### src/hw/mem_access_pkg.sv
package mem_access_pkg;

    typedef logic [31:0] word_t;     // Data word or byte address
    typedef logic [4:0]  reg_idx_t;  // Register file index
    typedef logic [3:0]  byte_en_t;  // Lane 0 is bits 7:0
    typedef logic [5:0]  opcode_t;   // Instruction bits 31:26
    typedef logic [15:0] imm_t;      // Instruction bits 15:0

    // Loads
    localparam opcode_t OP_LB  = 6'h20;
    localparam opcode_t OP_LH  = 6'h21;
    localparam opcode_t OP_LWL = 6'h22;
    localparam opcode_t OP_LW  = 6'h23;
    localparam opcode_t OP_LBU = 6'h24;
    localparam opcode_t OP_LHU = 6'h25;
    localparam opcode_t OP_LWR = 6'h26;

    // Stores
    localparam opcode_t OP_SB  = 6'h28;
    localparam opcode_t OP_SH  = 6'h29;
    localparam opcode_t OP_SW  = 6'h2B;

    // Immediate only, never touches the bus
    localparam opcode_t OP_LUI = 6'h0F;

    typedef enum logic [1:0] {
        IDLE,    // Waiting for a request
        ACCESS,  // Bus request outstanding
        FINISH   // Result ready for write-back
    } ls_state_t;

endpackage

### src/hw/ls_ifs.sv
`timescale 1ns/10ps

interface ls_req_if;
    logic                     valid;
    logic                     ready;
    mem_access_pkg::opcode_t  op;
    mem_access_pkg::reg_idx_t rt;
    mem_access_pkg::imm_t     offset;
    mem_access_pkg::word_t    base;     // rs value
    mem_access_pkg::word_t    rt_data;  // Store data or merge source

    modport decode (output valid, op, rt, offset, base, rt_data, input ready);
    modport ctrl   (input valid, op, rt, offset, base, rt_data, output ready);
endinterface

interface ls_wb_if;
    logic                     finish;  // One-cycle completion strobe
    logic                     write;   // Strobe carries a register write
    mem_access_pkg::reg_idx_t rt;
    mem_access_pkg::word_t    data;

    modport src (output finish, write, rt, data);
    modport dst (input finish, write, rt, data);
endinterface

### src/hw/ls_bus_ctrl.sv
`timescale 1ns/10ps

module ls_bus_ctrl (
    input  logic                     clk,
    input  logic                     rst,
    ls_req_if.ctrl                   req,
    ls_wb_if.src                     wb,
    output mem_access_pkg::word_t    mem_address,
    output logic                     mem_read,
    output logic                     mem_write,
    output mem_access_pkg::byte_en_t mem_byteenable,
    output mem_access_pkg::word_t    mem_writedata,
    input  mem_access_pkg::word_t    mem_readdata,
    input  logic                     waitrequest,
    output logic                     busy
);

    mem_access_pkg::ls_state_t state;
    mem_access_pkg::opcode_t   op_q;
    mem_access_pkg::reg_idx_t  rt_q;
    mem_access_pkg::word_t     addr_q;
    mem_access_pkg::word_t     rt_data_q;
    mem_access_pkg::word_t     result_q;
    mem_access_pkg::word_t     eff_addr;
    mem_access_pkg::word_t     load_data;
    logic                      write_q;
    logic                      take;
    logic                      complete;

    function automatic logic is_load(input mem_access_pkg::opcode_t op);
        return op inside {mem_access_pkg::OP_LB, mem_access_pkg::OP_LH,
                          mem_access_pkg::OP_LWL, mem_access_pkg::OP_LW,
                          mem_access_pkg::OP_LBU, mem_access_pkg::OP_LHU,
                          mem_access_pkg::OP_LWR};
    endfunction

    function automatic logic is_store(input mem_access_pkg::opcode_t op);
        return op inside {mem_access_pkg::OP_SB, mem_access_pkg::OP_SH,
                          mem_access_pkg::OP_SW};
    endfunction

    assign req.ready = (state == mem_access_pkg::IDLE);
    assign take      = req.valid && req.ready;
    assign complete  = (state == mem_access_pkg::ACCESS) && !waitrequest;
    assign eff_addr  = req.base + {{16{req.offset[15]}}, req.offset};  // Base + sext(offset)
    assign busy      = req.valid || (state != mem_access_pkg::IDLE);

    always_ff @(posedge clk) begin
        if (rst) begin
            state <= mem_access_pkg::IDLE;
        end else begin
            case (state)
                mem_access_pkg::IDLE: begin
                    if (take) begin
                        state <= (is_load(req.op) || is_store(req.op)) ?
                                 mem_access_pkg::ACCESS : mem_access_pkg::FINISH;
                    end
                end
                mem_access_pkg::ACCESS: begin
                    if (!waitrequest) begin
                        state <= mem_access_pkg::FINISH;
                    end
                end
                default: state <= mem_access_pkg::IDLE;
            endcase
        end
    end

    always_ff @(posedge clk) begin
        if (take) begin
            op_q      <= req.op;
            rt_q      <= req.rt;
            addr_q    <= eff_addr;
            rt_data_q <= req.rt_data;
            write_q   <= is_load(req.op) || (req.op == mem_access_pkg::OP_LUI);
            result_q  <= {req.offset, 16'h0000};  // LUI result, replaced by loads
        end else if (complete) begin
            result_q  <= load_data;  // Readdata valid in this cycle
        end
    end

    ls_lane_align u_ls_lane_align (
        .op           (op_q),
        .addr_low     (addr_q[1:0]),
        .rt_data      (rt_data_q),
        .mem_readdata (mem_readdata),
        .byteenable   (mem_byteenable),
        .store_data   (mem_writedata),
        .load_data    (load_data)
    );

    // Registered sources keep the request steady through waitrequest
    assign mem_address = {addr_q[31:2], 2'b00};
    assign mem_read    = (state == mem_access_pkg::ACCESS) && is_load(op_q);
    assign mem_write   = (state == mem_access_pkg::ACCESS) && is_store(op_q);

    assign wb.finish = (state == mem_access_pkg::FINISH);
    assign wb.write  = write_q;
    assign wb.rt     = rt_q;
    assign wb.data   = result_q;

endmodule

### src/hw/ls_decode.sv
`timescale 1ns/10ps

module ls_decode (
    input  logic                  clk,
    input  logic                  rst,
    input  logic                  start,
    input  mem_access_pkg::word_t instr,
    input  mem_access_pkg::word_t rs_data,
    input  mem_access_pkg::word_t rt_data,
    ls_req_if.decode              req
);

    logic load;
    logic taken;

    // A start is only accepted with nothing pending and the controller idle
    assign load  = start && !req.valid && req.ready;
    assign taken = req.valid && req.ready;

    always_ff @(posedge clk) begin
        if (rst) begin
            req.valid <= 1'b0;
        end else if (load) begin
            req.valid <= 1'b1;
        end else if (taken) begin
            req.valid <= 1'b0;  // Controller has it now
        end
    end

    // Fields held until the controller takes them
    always_ff @(posedge clk) begin
        if (load) begin
            req.op      <= instr[31:26];
            req.rt      <= instr[20:16];
            req.offset  <= instr[15:0];
            req.base    <= rs_data;  // Register named by instr[25:21]
            req.rt_data <= rt_data;
        end
    end

endmodule

### src/hw/ls_lane_align.sv
`timescale 1ns/10ps

module ls_lane_align (
    input  mem_access_pkg::opcode_t  op,
    input  logic [1:0]               addr_low,
    input  mem_access_pkg::word_t    rt_data,
    input  mem_access_pkg::word_t    mem_readdata,
    output mem_access_pkg::byte_en_t byteenable,
    output mem_access_pkg::word_t    store_data,
    output mem_access_pkg::word_t    load_data
);

    logic [4:0]            byte_shift;   // 8 * lane
    logic [4:0]            half_shift;   // 16 * a[1]
    logic [4:0]            left_shift;   // 8 * (3 - lane)
    mem_access_pkg::word_t byte_lane;
    mem_access_pkg::word_t half_lane;
    mem_access_pkg::word_t lwl_data;
    mem_access_pkg::word_t lwr_data;

    assign byte_shift = {addr_low, 3'b000};
    assign half_shift = {addr_low[1], 4'b0000};
    assign left_shift = {~addr_low, 3'b000};  // 3 - a for a 2-bit lane

    assign byte_lane = mem_readdata >> byte_shift;
    assign half_lane = mem_readdata >> half_shift;

    // Memory bytes shifted up, rt keeps the bytes below
    assign lwl_data = (mem_readdata << left_shift) | (rt_data & ~(32'hFFFF_FFFF << left_shift));
    // Memory bytes shifted down, rt keeps the bytes above
    assign lwr_data = (mem_readdata >> byte_shift) | (rt_data & ~(32'hFFFF_FFFF >> byte_shift));

    always_comb begin
        byteenable = 4'b0000;
        store_data = rt_data;
        load_data  = mem_readdata;
        case (op)
            mem_access_pkg::OP_LB, mem_access_pkg::OP_LBU, mem_access_pkg::OP_SB: begin
                byteenable = 4'b0001 << addr_low;
                store_data = rt_data << byte_shift;
                if (op == mem_access_pkg::OP_LB) begin
                    load_data = {{24{byte_lane[7]}}, byte_lane[7:0]};
                end else begin
                    load_data = {24'h000000, byte_lane[7:0]};
                end
            end
            mem_access_pkg::OP_LH, mem_access_pkg::OP_LHU, mem_access_pkg::OP_SH: begin
                byteenable = addr_low[1] ? 4'b1100 : 4'b0011;  // Bit 0 ignored
                store_data = rt_data << half_shift;
                if (op == mem_access_pkg::OP_LH) begin
                    load_data = {{16{half_lane[15]}}, half_lane[15:0]};
                end else begin
                    load_data = {16'h0000, half_lane[15:0]};
                end
            end
            mem_access_pkg::OP_LW, mem_access_pkg::OP_SW: begin
                byteenable = 4'b1111;
            end
            mem_access_pkg::OP_LWL: begin
                byteenable = 4'b1111 >> ~addr_low;  // Lanes 0 to a
                load_data  = lwl_data;
            end
            mem_access_pkg::OP_LWR: begin
                byteenable = 4'b1111 << addr_low;   // Lanes a to 3
                load_data  = lwr_data;
            end
            default: begin
                byteenable = 4'b0000;  // LUI and unknown opcodes
            end
        endcase
    end

endmodule

### src/hw/ls_writeback.sv
`timescale 1ns/10ps

module ls_writeback (
    input  logic                     clk,
    input  logic                     rst,
    ls_wb_if.dst                     wb,
    output logic                     reg_write,
    output mem_access_pkg::reg_idx_t reg_addr,
    output mem_access_pkg::word_t    reg_wdata,
    output logic                     done
);

    logic write_now;

    assign write_now = wb.finish && wb.write;

    always_ff @(posedge clk) begin
        if (rst) begin
            done      <= 1'b0;
            reg_write <= 1'b0;
        end else begin
            done      <= wb.finish;  // One cycle, follows the strobe
            reg_write <= write_now;
        end
    end

    // Held from the last register write
    always_ff @(posedge clk) begin
        if (write_now) begin
            reg_addr  <= wb.rt;
            reg_wdata <= wb.data;
        end
    end

endmodule

### src/hw/mem_access_unit.sv
`timescale 1ns/10ps

module mem_access_unit (
    input  logic                     clk,
    input  logic                     rst,
    input  logic                     start,
    input  mem_access_pkg::word_t    instr,
    input  mem_access_pkg::word_t    rs_data,
    input  mem_access_pkg::word_t    rt_data,
    output logic                     busy,
    output logic                     reg_write,
    output mem_access_pkg::reg_idx_t reg_addr,
    output mem_access_pkg::word_t    reg_wdata,
    output logic                     done,
    output mem_access_pkg::word_t    mem_address,
    output logic                     mem_read,
    output logic                     mem_write,
    output mem_access_pkg::byte_en_t mem_byteenable,
    output mem_access_pkg::word_t    mem_writedata,
    input  mem_access_pkg::word_t    mem_readdata,
    input  logic                     waitrequest
);

    ls_req_if req_bus ();  // Decode to controller
    ls_wb_if  wb_bus ();   // Controller to write-back

    ls_decode u_ls_decode (
        .clk     (clk),
        .rst     (rst),
        .start   (start),
        .instr   (instr),
        .rs_data (rs_data),
        .rt_data (rt_data),
        .req     (req_bus.decode)
    );

    ls_bus_ctrl u_ls_bus_ctrl (
        .clk            (clk),
        .rst            (rst),
        .req            (req_bus.ctrl),
        .wb             (wb_bus.src),
        .mem_address    (mem_address),
        .mem_read       (mem_read),
        .mem_write      (mem_write),
        .mem_byteenable (mem_byteenable),
        .mem_writedata  (mem_writedata),
        .mem_readdata   (mem_readdata),
        .waitrequest    (waitrequest),
        .busy           (busy)
    );

    ls_writeback u_ls_writeback (
        .clk       (clk),
        .rst       (rst),
        .wb        (wb_bus.dst),
        .reg_write (reg_write),
        .reg_addr  (reg_addr),
        .reg_wdata (reg_wdata),
        .done      (done)
    );

endmodule

### config.mk
export PLATFORM = sky130hd
export DESIGN_NAME = mem_access_unit
export DESIGN_NICKNAME = d
export VERILOG_FILES = /design/src/hw/mem_access_pkg.sv /design/src/hw/ls_ifs.sv /design/src/hw/ls_bus_ctrl.sv /design/src/hw/ls_decode.sv /design/src/hw/ls_lane_align.sv /design/src/hw/ls_writeback.sv /design/src/hw/mem_access_unit.sv
export SDC_FILE = /design/constraint.sdc
export NUM_CORES = 1
export LEC_CHECK = 0
export BUFFER_PORTS_ARGS = -buffer_cell sky130_fd_sc_hd__buf_2
export CAP_MARGIN = 40
export CORE_MARGIN = 3
export CORE_UTILIZATION = 25
export DETAILED_ROUTE_END_ITERATION = 10
export PLACE_DENSITY = 0.54
export SETUP_SLACK_MARGIN = 0.4
export SLEW_MARGIN = 10
export SYNTH_ARGS = -nofsm -noshare
export SYNTH_HDL_FRONTEND = slang
export SYNTH_SLANG_ARGS = --single-unit
### constraint.sdc
create_clock -name clk -period 4.3 [get_ports clk]
set_input_delay 0.43 -clock clk [delete_from_list [all_inputs] [get_ports clk]]
set_output_delay 0.43 -clock clk [all_outputs]
set_load 0.005 [all_outputs]
Word level (Yosys, flattened, before mapping):

Cells that the tools add are included.

* flip-flop bits (word level): 241
* output and inout port bits: 110
* input bits: 132
* logic and storage cells: 99

* multiplexer cells: 14
* reductions and logical operators: 24
* $add $sub $neg: 1
* bitwise logic cells: 7
* eq/ne operators: 25
* shift-type cells: 10

Operators with widths (count)
* 2-to-1 mux 32 bit: 4
* one-hot mux 32 bit (4 select lines): 1
* equality test 6 bit, second input constant: 20
* << shifter 32 x 5 -> 32 bit: 3
* bitwise AND 32 bit: 2
* NOT 32 bit: 2
* OR 32 bit: 2
* one-hot mux 32 bit (2 select lines): 1
* adder 32 bit: 1
* << shifter 32 x 5 -> 32 bit, first input constant: 1
* >> shifter 32 x 5 -> 16 bit: 1
* >> shifter 32 x 5 -> 32 bit: 1
* >> shifter 32 x 5 -> 32 bit, first input constant: 1
* one-hot mux 4 bit (5 select lines): 1
* nonzero test 7 bit: 2
* logical AND 1 bit: 7
* equality test 6 x 4 -> 1 bit, second input constant: 1
* 2-to-1 mux 2 bit: 3
* nonzero test 2 bit: 3
* nonzero test 3 bit: 2
* OR reduction 3 bit: 2
* 2-to-1 mux 4 bit: 1
* inequality test 2 bit, second input constant: 2
* one-hot mux 2 bit (2 select lines): 1
* other kinds (12): 16

Longest topological paths before layout:

* depth after elaboration: 8
* gate-level depth with buffers: 8
* gate-level depth less buffers: 8

Modules after synthesis:

From an unflattened synthesis, not the netlist that was laid out.

* cell total of the unflattened synthesis: 993
* area, all modules: 12346.8 sq um

By module, submodules not included
* ls_bus_ctrl: cells each 489, area an instance 5662.9 sq um, instances 1
* ls_decode: cells each 96, area an instance 2775.2 sq um, instances 1
* ls_lane_align: cells each 366, area an instance 2736.4 sq um, instances 1
* ls_writeback: cells each 42, area an instance 1172.4 sq um, instances 1

Worst setup path after synthesis:

Ideal clock, no wire load.

* path kind: reg2reg
* start point: register u_ls_bus_ctrl.state[1]
* end point: register u_ls_bus_ctrl.addr_q[0] (enable)
* period minus slack after synthesis: 3.480 ns
* path buffers: 1
* setup slack: 0.820 ns
* arrival: 3.010 ns
* cell stages (with the launch flop): 5
* data required time: 3.830 ns
* cells stage by stage: dfxtp_1 -> nor2_1 -> nand2_1 -> inv_2 -> clkbuf_1

* cells in the longest elaborated chain, start to end: 2

Ends and longest elaborated chain
* start, declared: RTL line ls_bus_ctrl.sv:18 `mem_access_pkg::ls_state_t state;`
* start signal, assigned: RTL line ls_bus_ctrl.sv:50 `state <= mem_access_pkg::IDLE;`
* start signal, assigned: RTL line ls_bus_ctrl.sv:55 `state <= (is_load(req.op) || is_store(req.op)) ?`
* start signal, assigned: RTL line ls_bus_ctrl.sv:61 `state <= mem_access_pkg::FINISH;`
* zero test 2 bit: RTL line ls_bus_ctrl.sv:42 `assign req.ready = (state == mem_access_pkg::IDLE);`
* logical AND 1 bit: RTL line ls_bus_ctrl.sv:43 `assign take = req.valid && req.ready;`
* via u_ls_bus_ctrl.take: RTL line ls_bus_ctrl.sv:27 `logic take;`
* end signal, assigned: RTL line ls_bus_ctrl.sv:73 `addr_q <= eff_addr;`
* end, declared: RTL line ls_bus_ctrl.sv:21 `mem_access_pkg::word_t addr_q;`

The timed path passes the listed nets, and every way through them passes these cells.
A chain may end at the register's enable or synchronous reset.

Final worst setup path:

* start point: register u_ls_bus_ctrl.op_q[3]
* end point: output mem_writedata[20]

* cells in the longest elaborated chain, start to end: 3

Ends and longest elaborated chain
* start, declared: RTL line ls_bus_ctrl.sv:19 `mem_access_pkg::opcode_t op_q;`
* start signal, assigned: RTL line ls_bus_ctrl.sv:71 `op_q <= req.op;`
* equality test 6 bit: RTL line ls_lane_align.sv:37 `case (op)`
* OR reduction 3 bit: RTL line ls_lane_align.sv:37
* one-hot mux 32 bit (2 select lines) *: RTL line ls_lane_align.sv:37
* end, declared: RTL line mem_access_unit.sv:19 `output mem_access_pkg::word_t mem_writedata,`

Mark *: on every way between the ends. The rest lies on a longest branch, timed or not.

==> qor.yml <==
synthesis:
  synth_cell_types: 83
  synth_area_um2: 12200
  ys_warn_count: 0
  syn-instance-count: 1011
  syn_avg_cell_area_um2: 12.0
  synth_top_cell_area_share_pct: 54.2
  synth.most_common_cell: "edfxtp_1"
  ys_async_sr_fraction_pct: 0
  yosys-top-cells-count: "220 x edfxtp_1, 106 x nand2_1, 81 x a21oi_1"
  synth_edf_count: 220
  synth_flop_cell: "edfxtp_1"
  synthTopCellsByArea: "edfxtp_1 54%, dfxtp_1 3.5%, a21oi_1 3.3%"
  synth_top_area_cell: "edfxtp_1"
  synth_seq_area_share_pct: 57.7
  yosys_register_bits: 241
grt:
  grt_first_pass_wirelength_mm: 56.8
  grt_usage_pct: 14.6
  grt_overflow_total: 0
  antenna_found_initial: 6
  first_global_vias: 9037
  grt_max_degree: 87
drt:
  vias: 9054
  drt_wl_total_mm: 38.8
  firstDrtPassIters: 5
  antenna_left: 0
  drt_iter0_markers: 816
  wl_per_cell_um: 21.0
  viasPerCell: 4.90
  drcViolationCount: 0
die:
  rows: 80
  start_util_pct: 25.4
  coreArea_um2: 47900
  die_h_um: 227
  io-pin-count: 242
  die_w_um: 227
  dieArea_um2: 51400
placed_design:
  place_area_um2: 13700
  post-dp-hpwl_mm: 29.6
  dp.cells: 1794
  io_buffers: 234
  gp_congestion: 0.886
  dp_slack_ns: 1.18
worst_hold_path:
  hp-class: "in2reg"
clock_network:
  clkTransAtPathRegs_ns: 0.06
  cts_hold_buf: 0
  cts-buffers-inserted: 27
  cts_root_buffer: "clkbuf_16"
  clock_latency_ns: 0.55
  cts_tree: "yes"
  cts_buffer_depth: 3
  cts.sinks: 241
  htreeDepth: 1
pwr:
  ir_drop_uv: 257
  cellLeakagePower_nw: 5.40
  power_mw: 5.88
  powerDensity_nw_per_um2: 404
finish:
  drive_above_1_share_pct: 28.2
  final_util_pct: 30.4
  multi_input_area_um2: 4550
  instances_no_fill: 1849
  synthToLayoutAreaGrowth_pct: 19.6
  seq_area_um2: 7030
  final_area_um2: 14600
  final_nets: 1372
  fillers: 4874
sta:
  rsz0062_at_grt: "true"
  fin_tns_setup_ns: 0
  finalMaxSlewViolations: 0
  whs_ns: 0.0539
  fin_ws_ns: 0.536
  finalSetupViolCount: 0
  timing.slew.headroom_pct: 42.7
  fin_skew_ns: 0.0156
  post-route-period-util_pct: 87.5
  hold_viol: 0
  fmax_mhz: 266
  layout_min_cycle_time_ns: 3.76
  worstMarginPinSlew_ns: 0.857
critical_path:
  critPathCaptureType: "output port"
  worstSetupStartpointType: "register"
  worstPathMaxFanout: 19
  timing.reg2reg.setup_slack_ns: 1.31
  setup.worst_path.class: "reg2out"
  cp.required_ns: 3.87
  worstPathArrival_ns: 3.33
job:
  drv_cap: 0
outcome:
  status: "complete, no violations"
-- cells by family after synthesis --
family / Yosys count / share of synthesized area, %
muxes: 45 / 5.57
buffers and inverters: 97 / 4.96
AOI/OAI and AO/OA: 327 / 17.1
other: 1 / 0.0308
DFF: 241 / 57.7
adders and majority gates: 32 / 3.35
xor gates and xnor gates: 31 / 2.23
and+or+nand+nor: 237 / 9.07
-- critical path, cell delays in order (launching register included) --
cell	delay, ns
edfxtp_1	0.57
a21oi_2	0.33
and2_1	0.49
a21oi_2	0.32
nor2_1	0.55
a22oi_1	0.14
o21ai_1	0.21
buf_2	0.17
-- what timing repair did --
item / in CTS / in global routing
endpoints found under the setup margin: 0 / 18
setup buffers: 0 / 0
gates resized for setup: 0 / 0
-- worst paths after layout --
kind / from / depth (start not counted) / to
max: u_ls_bus_ctrl.op_q[3]$_DFFE_PP_ / 7 / mem_writedata[20]
min: instr[26] / 1 / u_ls_decode.req.op[0]$_DFFE_PP_
max reg2reg: u_ls_decode.req.offset[15]$_DFFE_PP_ / 7 / u_ls_bus_ctrl.addr_q[31]$_DFFE_PP_
min reg2reg: u_ls_decode.req.rt_data[26]$_DFFE_PP_ / 0 / u_ls_bus_ctrl.rt_data_q[26]$_DFFE_PP_
-- sequential cells by signal, indices dropped and copies added (netlist names) --
signal and cells:
u_ls_bus_ctrl.addr_q 32, u_ls_bus_ctrl.rt_data_q 32, u_ls_bus_ctrl.wb.data 32, u_ls_decode.req.base 32, u_ls_decode.req.rt_data 32, u_ls_writeback.reg_wdata 32, u_ls_decode.req.offset 16, u_ls_bus_ctrl.op_q 6
u_ls_decode.req.op 6, u_ls_bus_ctrl.wb.rt 5, u_ls_decode.req.rt 5, u_ls_writeback.reg_addr 5, u_ls_bus_ctrl.state 2, u_ls_bus_ctrl.wb.write 1, u_ls_decode.req.valid 1, u_ls_writeback.done 1
u_ls_writeback.reg_write 1
-- per-layer routing --
layer | share of wire [%] | GRT usage, % | vias to the layer above
met5 | 0.034 | 0 | -
met4 | 3.3 | 5.56 | 2
met3 | 6.0 | 2.23 | 64
met2 | 45 | 22.7 | 352
met1 | 46 | 20.7 | 4391
li1 | - | - | 4245
-- placed cells by master (no fill, tap or decap), types with 5 or more instances in the layout --
master / netlist / routed
buf_2: 10 / 234
clkinv_2: 0 / 7
a22o_1: 10 / 10
ha_1: 31 / 31
xnor2_1: 20 / 20
o21ai_0: 72 / 71
nand4_1: 6 / 6
o22ai_1: 10 / 10
a22oi_1: 24 / 24
xor2_1: 11 / 11
nor3_1: 19 / 19
a211oi_1: 12 / 12
a31oi_1: 5 / 5
and2_1: 10 / 10
nor2_1: 60 / 60
nand3_1: 8 / 8
clkbuf_16: 0 / 27
o2bb2ai_1: 7 / 7
o211ai_1: 5 / 5
a221oi_1: 14 / 14
diode_2: 0 / 5
a21oi_1: 81 / 81
o21bai_1: 5 / 5
mux4_2: 13 / 13
clkinv_1: 0 / 7
inv_6: 0 / 5
dfxtp_1: 21 / 21
mux2_2: 9 / 9
buf_4: 36 / 11
nand2_1: 106 / 106
mux2i_1: 19 / 19
inv_1: 13 / 12
o211ai_2: 5 / 5
edfxtp_1: 220 / 220
o21ai_1: 41 / 42
-- layout make-up --
type | instances | share of cell area [%]
tap | 615 | 5.28
clock inverter | 22 | 0.911
antenna | 5 | 0.0859
sequential | 241 | 48.3
clock buffer | 28 | 4.67
multi-input combinational | 674 | 31.3
inverter | 16 | 0.455
timing repair buffer | 248 | 9.07
-- where the power goes --
part	switching, mW	internal (mW)
combinational	0.544	0.352
sequential	0.0970	2.76
clock	0.973	1.16
Power figures use the tool's default switching activity.
